`src/source/sprite_rom.mem`:
```
// 8x8 sprite graphic, one sprite row per line, leftmost pixel first, 1 is foreground
1 1 1 1 1 1 0 0
1 1 0 0 0 0 0 0
1 1 0 0 0 0 0 0
1 1 1 1 1 0 0 0
1 1 0 0 0 0 0 0
1 1 0 0 0 0 0 1
1 1 0 0 0 0 1 1
1 1 0 0 0 1 1 1

```
`src/source/display_pkg.sv`:
```
// **************************************************
// display frame timing, screen coordinate and
// colour types, two-colour palette
// **************************************************

package display_pkg;

    localparam int coord_w = 16;                  // screen coordinate width

    typedef logic signed [coord_w-1:0] coord_t;   // signed screen position
    typedef logic [11:0] colour_t;                // 4 bits each of r, g, b

    // horizontal timing, one pixel per clock
    localparam coord_t h_active     = 64;         // visible pixels per line
    localparam coord_t h_total      = 80;         // clocks per line
    localparam coord_t h_sync_start = 68;         // first hsync cycle
    localparam coord_t h_sync_end   = 71;         // last hsync cycle, inclusive

    // vertical timing in lines
    localparam coord_t v_active     = 48;         // visible lines
    localparam coord_t v_total      = 56;         // lines per frame
    localparam coord_t v_sync_start = 50;         // first vsync line
    localparam coord_t v_sync_end   = 51;         // last vsync line, inclusive

    localparam colour_t sprite_colour = 12'hfc0;  // foreground, amber
    localparam colour_t back_colour   = 12'h137;  // background, dark blue

endpackage

```
`src/source/sprite_pkg.sv`:
```
// **************************************************
// sprite size, rom address and offset types,
// drawing state machine encoding
// **************************************************

package sprite_pkg;

    localparam int spr_width  = 8;                       // graphic width in pixels
    localparam int spr_height = 8;                       // graphic height in lines
    localparam int spr_depth  = spr_width * spr_height;  // one bit per pixel

    typedef logic [$clog2(spr_depth)-1:0]  spr_addr_t;   // rom address
    typedef logic [$clog2(spr_width)-1:0]  spr_ox_t;     // column within sprite
    typedef logic [$clog2(spr_height)-1:0] spr_oy_t;     // line within sprite

    typedef enum logic [2:0] {
        idle,       // waiting for the sprite's first line
        start,      // reset line and rom address
        await_pos,  // wait for the column on this line
        draw,       // one sprite pixel per clock
        next_line   // step to the next sprite line
    } spr_state_t;

    // graphic file, path taken from the project root
    localparam string spr_mem_file = "/design/src/source/sprite_rom.mem";

endpackage

```
`src/source/display_timing.sv`:
```
// **************************************************
// display timing generator: scan counters, sync,
// data enable, line and frame strobes
// **************************************************

`timescale 1ns/100ps

module display_timing
    import display_pkg::*;
(
    input  logic   clk,
    input  logic   rst,
    output coord_t sx,     // horizontal scan position
    output coord_t sy,     // vertical scan position
    output logic   hsync,  // active high
    output logic   vsync,  // active high
    output logic   de,     // inside visible area
    output logic   line,   // strobe at the start of each line
    output logic   frame   // strobe at the start of each frame
);

    logic last_col;  // final clock of a line
    logic last_row;  // final line of a frame

    assign last_col = (sx == h_total - coord_t'(1));
    assign last_row = (sy == v_total - coord_t'(1));

    always_ff @(posedge clk) begin
        if (last_col) begin
            sx <= '0;                                // wrap to next line
            sy <= last_row ? '0 : sy + coord_t'(1);  // wrap to next frame
        end else begin
            sx <= sx + coord_t'(1);
        end

        if (rst) begin
            sx <= '0;
            sy <= '0;
        end
    end

    // sync windows are inclusive at both ends
    assign hsync = (sx >= h_sync_start) && (sx <= h_sync_end);
    assign vsync = (sy >= v_sync_start) && (sy <= v_sync_end);
    assign de    = (sx < h_active) && (sy < v_active);  // origin is top left

    assign line  = (sx == '0);
    assign frame = (sx == '0) && (sy == '0);  // first pixel of line 0

endmodule

```
`src/source/sprite_control.sv`:
```
// **************************************************
// sprite position capture and drawing state
// machine, rom addressing and pixel gating
// **************************************************

`timescale 1ns/100ps

module sprite_control
    import display_pkg::*;
    import sprite_pkg::*;
(
    input  logic      clk,
    input  logic      rst,
    input  logic      frame,     // start of frame strobe
    input  logic      line,      // start of line strobe
    input  coord_t    sx,        // current scan column
    input  coord_t    sy,        // current scan line
    input  coord_t    sprx,      // requested sprite column
    input  coord_t    spry,      // requested sprite row
    input  logic      spr_data,  // rom bit at spr_addr
    output spr_addr_t spr_addr,  // rom address
    output logic      pix        // sprite pixel, 0 outside draw
);

    coord_t     spr_col;     // column held for the whole frame
    coord_t     spr_row;     // row held for the whole frame
    coord_t     row_cmp;     // row seen by the idle test
    spr_ox_t    ox;          // column within sprite
    spr_oy_t    oy;          // line within sprite
    logic       last_pixel;  // ox at the right edge
    logic       last_line;   // oy at the bottom edge
    spr_state_t state;
    spr_state_t state_next;

    // position only moves at frame start
    always_ff @(posedge clk) begin
        if (frame) begin
            spr_col <= sprx;
            spr_row <= spry;
        end
    end

    // at frame start the new row is not latched yet, so a sprite on line 0
    // has to be matched against the input directly
    assign row_cmp = frame ? spry : spr_row;

    always_ff @(posedge clk) begin
        state <= state_next;

        case (state)
            start: begin
                oy       <= '0;
                spr_addr <= '0;              // top left pixel of the graphic
            end
            await_pos: ox <= '0;
            draw: begin
                ox       <= ox + spr_ox_t'(1);
                spr_addr <= spr_addr + spr_addr_t'(1);  // row major walk
            end
            next_line: oy <= oy + spr_oy_t'(1);
            default: ;                       // idle holds offsets
        endcase

        if (rst) begin
            state    <= idle;
            ox       <= '0;
            oy       <= '0;
            spr_addr <= '0;
        end
    end

    assign last_pixel = (ox == spr_ox_t'(spr_width - 1));
    assign last_line  = (oy == spr_oy_t'(spr_height - 1));

    always_comb begin
        case (state)
            idle:      state_next = (line && (sy == row_cmp)) ? start : idle;
            start:     state_next = await_pos;
            // one clock early so draw lines up with the column
            await_pos: state_next = (sx == spr_col - coord_t'(1)) ? draw : await_pos;
            draw:      state_next = !last_pixel ? draw :
                                    (!last_line ? next_line : idle);
            next_line: state_next = await_pos;
            default:   state_next = idle;
        endcase
    end

    assign pix = (state == draw) ? spr_data : 1'b0;  // rom bit only while drawing

endmodule

```
`src/source/sprite_display.sv`:
```
// **************************************************
// sprite display top: timing, control, rom and
// output stage
// **************************************************

`timescale 1ns/100ps

module sprite_display
    import display_pkg::*;
    import sprite_pkg::*;
(
    input  logic    clk,
    input  logic    rst,
    input  coord_t  sprx,    // sprite column, taken at frame start
    input  coord_t  spry,    // sprite row, taken at frame start
    output colour_t rgb,
    output logic    hsync,
    output logic    vsync,
    output logic    de,
    output coord_t  out_sx,  // position of rgb
    output coord_t  out_sy
);

    coord_t    scan_x;     // scan position from timing
    coord_t    scan_y;
    logic      scan_hs;
    logic      scan_vs;
    logic      scan_de;
    logic      scan_line;
    logic      scan_frame;
    spr_addr_t spr_addr;   // control to rom
    logic      spr_data;   // rom to control
    logic      pix;        // gated sprite bit

    display_timing u_timing (
        .clk   (clk),
        .rst   (rst),
        .sx    (scan_x),
        .sy    (scan_y),
        .hsync (scan_hs),
        .vsync (scan_vs),
        .de    (scan_de),
        .line  (scan_line),
        .frame (scan_frame)
    );

    sprite_control u_control (
        .clk      (clk),
        .rst      (rst),
        .frame    (scan_frame),
        .line     (scan_line),
        .sx       (scan_x),
        .sy       (scan_y),
        .sprx     (sprx),
        .spry     (spry),
        .spr_data (spr_data),
        .spr_addr (spr_addr),
        .pix      (pix)
    );

    sprite_rom u_rom (
        .addr (spr_addr),
        .data (spr_data)
    );

    sprite_pixel_out u_pixel_out (
        .clk       (clk),
        .rst       (rst),
        .pix       (pix),
        .de        (scan_de),
        .hsync     (scan_hs),
        .vsync     (scan_vs),
        .sx        (scan_x),
        .sy        (scan_y),
        .rgb       (rgb),
        .out_hsync (hsync),
        .out_vsync (vsync),
        .out_de    (de),
        .out_sx    (out_sx),
        .out_sy    (out_sy)
    );

endmodule

```
`src/source/sprite_pixel_out.sv`:
```
// **************************************************
// palette lookup, blanking, output register stage
// **************************************************

`timescale 1ns/100ps

module sprite_pixel_out
    import display_pkg::*;
(
    input  logic    clk,
    input  logic    rst,
    input  logic    pix,        // sprite bit
    input  logic    de,         // visible area
    input  logic    hsync,
    input  logic    vsync,
    input  coord_t  sx,         // scan position of this pixel
    input  coord_t  sy,
    output colour_t rgb,        // registered colour
    output logic    out_hsync,  // delayed with rgb
    output logic    out_vsync,
    output logic    out_de,
    output coord_t  out_sx,     // position of the rgb value
    output coord_t  out_sy
);

    colour_t colour;  // palette result before the register

    assign colour = !de ? colour_t'(0) :               // black in blanking
                    (pix ? sprite_colour : back_colour);

    always_ff @(posedge clk) begin
        rgb       <= colour;
        out_hsync <= hsync;
        out_vsync <= vsync;
        out_de    <= de;

        if (rst) begin
            rgb       <= '0;
            out_hsync <= 1'b0;
            out_vsync <= 1'b0;
            out_de    <= 1'b0;
        end
    end

    always_ff @(posedge clk) begin
        out_sx <= sx;  // same stage as rgb
        out_sy <= sy;
    end

endmodule

```
`src/source/sprite_rom.sv`:
```
// **************************************************
// one-bit sprite graphic rom, async read
// **************************************************

`timescale 1ns/100ps

module sprite_rom
    import sprite_pkg::*;
(
    input  spr_addr_t addr,  // pixel index, row major
    output logic      data   // pixel bit, 1 is foreground
);

    logic rom [0:spr_depth-1];  // 8x8 graphic, one bit per entry

    initial begin
        $readmemb(spr_mem_file, rom);  // graphic held in a text file
    end

    assign data = rom[addr];  // no read latency

endmodule

```
`config.mk`:
```
export PLATFORM = sky130hd
export DESIGN_NAME = sprite_display
export DESIGN_NICKNAME = d
export VERILOG_FILES = /design/src/source/display_pkg.sv /design/src/source/sprite_pkg.sv /design/src/source/display_timing.sv /design/src/source/sprite_control.sv /design/src/source/sprite_display.sv /design/src/source/sprite_pixel_out.sv /design/src/source/sprite_rom.sv
export SDC_FILE = /design/constraint.sdc
export NUM_CORES = 1
export LEC_CHECK = 0
export ABC_AREA = 1
export BUFFER_PORTS_ARGS = -buffer_cell sky130_fd_sc_hd__buf_2
export CORE_MARGIN = 5
export CORE_UTILIZATION = 30
export DETAILED_ROUTE_END_ITERATION = 6
export SLEW_MARGIN = 20
export SYNTH_ARGS = -nofsm -noshare
export SYNTH_HDL_FRONTEND = slang
export SYNTH_HIERARCHICAL = 1
export SYNTH_SLANG_ARGS = --single-unit
```
`constraint.sdc`:
```
create_clock -name clk -period 4.9 [get_ports clk]
set_clock_uncertainty 0.05 [all_clocks]
set_input_delay 0 -clock clk [delete_from_list [all_inputs] [get_ports clk]]
set_output_delay 0 -clock clk [all_outputs]
set_load 0.03 [all_outputs]
```
* Word-level counts from Yosys, hierarchy flattened
Index checks and enable logic that the tools add are counted.
Word-level totals: flip-flop bits (word level) 120, bits of input ports 34, output and inout port bits 47, logic and storage cells 59
Cells by class: add/sub/neg operators 5, order comparisons 6, equal/unequal tests 10, multiplexer cells 11, bitwise logic cells 1, reduce and logical (&&, ||, !) cells 13
Operator list (count):
- 16-bit equality test | 2
- 16-bit zero test | 2
- 16-bit two-way mux | 2
- 16-bit by 1-bit adder with 16-bit output (second input constant) | 1
- 16-bit by 2-bit adder with 16-bit output (second input constant) | 1
- 16-bit by 7-bit equality test with 1-bit output (second input constant) | 1
- 16-bit by 8-bit equality test with 1-bit output (second input constant) | 1
- 16-bit by 7-bit greater-or-equal comparator with 1-bit output (second input constant) | 1
- 16-bit by 8-bit greater-or-equal comparator with 1-bit output (second input constant) | 1
- 16-bit by 7-bit less-or-equal comparator with 1-bit output (second input constant) | 1
- 16-bit by 8-bit less-or-equal comparator with 1-bit output (second input constant) | 1
- 16-bit by 7-bit less-than comparator with 1-bit output (second input constant) | 1
- 16-bit by 8-bit less-than comparator with 1-bit output (second input constant) | 1
- 16-bit by 2-bit subtractor with 16-bit output (second input constant) | 1
- 12-bit two-way mux | 1
- 3-bit one-hot mux with 2 select lines | 2
- 3-bit one-hot mux with 4 select lines | 1
- 3-bit equality test (second input constant) | 3
- 3-bit by 1-bit adder with 3-bit output (second input constant) | 2
- 3-bit by 2-bit equality test with 1-bit output (second input constant) | 2
- 3-bit two-way mux | 2
- 2-bit OR reduction | 3
- 1-bit logical AND | 5
- 2-bit nonzero test | 2
- other kinds (4) | 6

* Logic depth before layout (Yosys ltp)
word-level depth 7, gate-level depth with buffers 16, gate-level depth less buffers 15

* By module
The synthesis kept the hierarchy.
By module, submodules not included:
- sprite_control | instances 1, cells each 392, area each 2648.8 µm², sequential area each 1101.1 µm²
- display_timing | instances 1, cells each 331, area each 2230.9 µm², sequential area each 640.6 µm²
- sprite_pixel_out | instances 1, cells each 59, area each 875.8 µm², sequential area each 760.7 µm²
- sprite_rom | instances 1, cells each 2, area each 11.3 µm², sequential area each 0.0 µm²

* Worst setup path before layout
OpenSTA, ideal clock, no wires.
path kind reg-to-reg, start point register u_timing.sx[14], end point register u_control.state[0], library setup time 132 ps, data arrival time 3879 ps, required time 4718 ps, slack 839 ps, stages on the path, launching flop included 16, path buffers 1, period minus slack after synthesis 4061 ps, cells stage by stage dfxtp_1 > nor2_2 > nand3_1 > nor2_4 > nand3_1 > nor4_1 > buf_2 > nand2_1 > nand2_1 > nand2_1 > o21ai_1 > nor2_1 > nand2_1 > nor2_1 > a21oi_1 > a21oi_1
Between the ends: longest elaborated chain between the ends 7, elaborated cells between the ends (all ways) 9, those cells by class eq/ne: 2; mux: 4; reduce/logical: 3
Ends and longest elaborated chain:
- start: declaration | line display_timing.sv:13 | output coord_t sx,
- start signal: assignment | line display_timing.sv:33 | sx <= sx + coord_t'(1);
- 16-bit zero test | line display_timing.sv:48 | assign frame = (sx == '0) && (sy == '0);
- 1-bit logical AND | line display_timing.sv:48
- net scan_frame | line sprite_display.sv:30 | logic scan_frame;
- 16-bit two-way mux | line sprite_control.sv:45 | assign row_cmp = frame ? spry : spr_row;
- net u_control.row_cmp[11] | line sprite_control.sv:27 | coord_t row_cmp;
- 16-bit equality test | line sprite_control.sv:77 | idle: state_next = (line && (sy == row_cmp)) ? start : idle;
- 1-bit logical AND | line sprite_control.sv:77
- 1-bit two-way mux | line sprite_control.sv:77
- 3-bit one-hot mux with 4 select lines | line sprite_control.sv:76 | case (state)
- end signal: assignment | line sprite_control.sv:48 | state <= state_next;
- end signal: assignment | line sprite_control.sv:65 | state <= idle;
- end: declaration | line sprite_control.sv:32 | spr_state_t state;
The timed path passes the listed nets, and every way through them passes these cells. A chain may end at the register's enable or synchronous reset.

* Worst setup path in the final report
start point register u_timing.sy[12], end point register u_control.state[0]
Between the ends: longest elaborated chain between the ends 7
Ends and longest elaborated chain:
- start: declaration | line display_timing.sv:14 | output coord_t sy,
- start signal: assignment | line display_timing.sv:31 | sy <= last_row ? '0 : sy + coord_t'(1);
- 16-bit zero test | line display_timing.sv:48
- 1-bit logical AND | line display_timing.sv:48
- net scan_frame | line sprite_display.sv:30
- 16-bit two-way mux | line sprite_control.sv:45
- net u_control.row_cmp[6] | line sprite_control.sv:27
- 16-bit equality test | line sprite_control.sv:77
- 1-bit logical AND | line sprite_control.sv:77
- 1-bit two-way mux | line sprite_control.sv:77
- 3-bit one-hot mux with 4 select lines | line sprite_control.sv:76
The timed path passes the listed nets, and every way through them passes these cells.

==> results.sh <==
export IMPL_fin_crit_sh_pct=54.78
export IMPL_maxSlewViolCount=0
export IMPL_synth_nets=797
export IMPL_worstSetupEndpointType="register"
export IMPL_drc=0
export IMPL_critPathMaxStageDelay_ps=400
export IMPL_dp_cells=1043
export IMPL_power_frac_comb_pct=11.4
export IMPL_rows=49
export IMPL_wl_met3_um=525
export IMPL_crit_required_ps=5140
export IMPL_initial_core_util_pct=30.59
export IMPL_antenna_found_initial=0
export IMPL_min_path_type="primary input to register"
export IMPL_rsz0062_at_grt="false"
export IMPL_wl_met2_um=6180
export IMPL_routed_wl_um=13290
export IMPL_worstHoldPathCells=2
export IMPL_tns_ps=0
export IMPL_cp_max_fo=23
export IMPL_path_clk_slew_ps=80
export IMPL_via_count=4869
export IMPL_syn_area_per_cell_um2=7.323
export IMPL_antenna_left=0
export IMPL_critical_path_depth=15
export IMPL_die_y_um=145.6
export IMPL_tightest_slew_ps=629.3
export IMPL_wl_met1_um=6304
export IMPL_cts_tree="yes"
export IMPL_diodes=0
export IMPL_maxCapViolCount=0
export IMPL_cts_setup_buffers=0
export IMPL_ys_warn_count=6
export IMPL_power_density_nw_per_um2=295.9
export IMPL_timing_final_crit_period_ps=2684
export IMPL_netlist_instances=753
export IMPL_clock_fmax_mhz=372.6
export IMPL_crit_top_cell="nand2_1"
export IMPL_power_switching_uw=517.5
export IMPL_place_hpwl_um=9778
export IMPL_dieArea_um2=21190
export IMPL_grt_pass1_wl_um=22140
export IMPL_ios=81
export IMPL_maxSlewHeadroom_pct=58.05
export IMPL_p_int_mw=1.461
export IMPL_synth_area_um2=5514
export IMPL_reg2reg_depth=15
export IMPL_numCtsBuffers=9
export IMPL_clkPwrFrac_pct=38.0
export IMPL_area_growth_synth_to_final_pct=21.24
export IMPL_fp_coreArea_um2=18020
export IMPL_fin_nets=901
export IMPL_run_status="completed"
export IMPL_clock_sinks=111
export IMPL_grt_overflow=0
export IMPL_drtPass1Iterations=4
export IMPL_clk_latency_ps=360
export IMPL_place_congestion=0.8925
export IMPL_grt_use_total_pct=12.59
export IMPL_critPathLaunchType="register"
export IMPL_vdd_drop_max_mv=0.1857
export IMPL_clock_path_buffers=2
export IMPL_drt_iter0_markers=270
export IMPL_crit_arrival_ps=2920
export IMPL_htreeDepth=3
export IMPL_hold_viol=0
export IMPL_critical_path_class="register to register"
export IMPL_io_buffers=79
export IMPL_dr_max_layer_used="met4"
export IMPL_setup_viol=0
export IMPL_cts_root_buf="clkbuf_16"
export IMPL_detail_route_wl_per_cell_um=12.18
export IMPL_path_delay_family="simple AND/OR/NAND/NOR gates"
export IMPL_drive_above_1_share_pct=16.71
export IMPL_path_cells="nor2_1, nand2_1, nor2_1, nand2_1, nor4_2, buf_4, inv_2, nand2_1, nand2_1, xor2_1, nor2_1, nand2_1, nor2_1, a21oi_1, a21oi_1"
export IMPL_leakagePower_nw=3.006
export IMPL_p_sw_share_pct=26.16
export IMPL_grt_pass1_vias=4521
export IMPL_avgViaCountPerCell=4.463
export IMPL_grt_max_degree=27
export IMPL_instances_no_fill=1091
export IMPL_crit_buf_inv=2
export IMPL_seq_power_share_pct=50.6
export IMPL_cpMaxStageDelayCell="dfxtp_1"
export IMPL_die_w_um=145.6
[worst reg2reg max path, stage by stage, from the launching register on]
cell     delay [ps]
dfxtp_1         400
nor2_1          140
nand2_1          60
nor2_1          280
nand2_1         160
nor4_2          290
buf_4           310
inv_2           170
nand2_1          90
nand2_1          70
xor2_1          140
nor2_1          110
nand2_1          70
nor2_1          100
a21oi_1          70
a21oi_1         130
[power groups by stage]
stage | Combinational (mW) | Clock (mW) | Sequential [mW]
2_1_floorplan | 0.152 | 0 | 1.02
3_3_place_gp | 0.203 | 0 | 1.02
3_5_place_dp | 0.208 | 0 | 1.02
4_1_cts | 0.228 | 0.780 | 1.00
5_1_grt | 0.261 | 0.813 | 1.01
6_report | 0.225 | 0.752 | 1.00
[routing by layer]
layer | vias up | global-route usage (%)
li1 | 2574 | -
met4 | 0 | 4.991
met5 | - | 0
met2 | 99 | 20.43
met3 | 20 | 2.678
met1 | 2176 | 16.38
[cell usage in the layout, fill, tap and decap left out, drive strengths merged]
master,instances
dfxtp,95
clkbuf,11
nor4b,1
o21ai,20
nand2,229
nand3b,3
nor2,110
inv,105
clkinv,2
o21bai,2
edfxtp,16
nor4,2
o211ai,3
buf,81
a21oi,37
dlygate4sd3,32
nand4,16
a21boi,1
nor3,7
or2,1
xor2,9
ha,10
nand3,59
conb,2
xnor2,8
[metrics by stage]
step / power, mW / hold WS [ps] / setup WS (ps) / area [um2] / util (%)
floorplan: 1.175 / 12.44 / 845.3 / 5514 / -
global placement: 1.226 / 127.0 / 2257 / 6058 / 33.61
detailed placement: 1.230 / 128.2 / 2205 / 6058 / 33.61
CTS: 2.009 / 99.82 / 2193 / 6685 / 37.09
global route: 2.081 / 115.6 / 1834 / 6685 / 37.09
finish: 1.978 / 95.47 / 2216 / 6685 / 37.09
[flip-flops by register name, summed over array words and instances (netlist names)]
| signal | count |
|---|---|
| u_pixel_out/out_sx | 16 |
| u_control/state | 3 |
| u_pixel_out/out_de | 1 |
| u_pixel_out/out_sy | 16 |
| u_control/ox | 3 |
| u_control/spr_row | 16 |
| u_control/spr_col | 16 |
| u_control/oy | 3 |
| u_timing/sy | 16 |
| u_pixel_out/out_hsync | 1 |
| u_pixel_out/rgb | 3 |
| u_pixel_out/out_vsync | 1 |
| u_timing/sx | 16 |
[what timing repair did]
action	4_1_cts	5_1_grt
gates resized for setup	0	0
hold buffers	32	0
endpoints found under the hold margin	32	0
setup endpoints to repair	0	0
[final timing paths]
path                                     start                        endpoint  slack [ps]
setup / recovery  u_timing/sy[12]$_SDFFE_PP0P_   u_control/state[0]$_SDFF_PP0_        2220
setup reg to reg  u_timing/sy[12]$_SDFFE_PP0P_   u_control/state[0]$_SDFF_PP0_        2220
hold / removal                             rst    u_control/ox[0]$_SDFFE_PP0P_         100
hold reg to reg     u_timing/sx[14]$_SDFF_PP0_  u_pixel_out/out_sx[14]$_DFF_P_         380
[cell type report]
cell class                 count  area (um2)
tap                          229       286.5
inverter                     102       382.9
timing repair buffer         113       730.7
clock buffer                  11       264.0
fill                        1935       11340
multi-input combinational    520        2596
clock inverter                 5       42.54
sequential                   111        2382
Power figures use the tool's default switching activity.
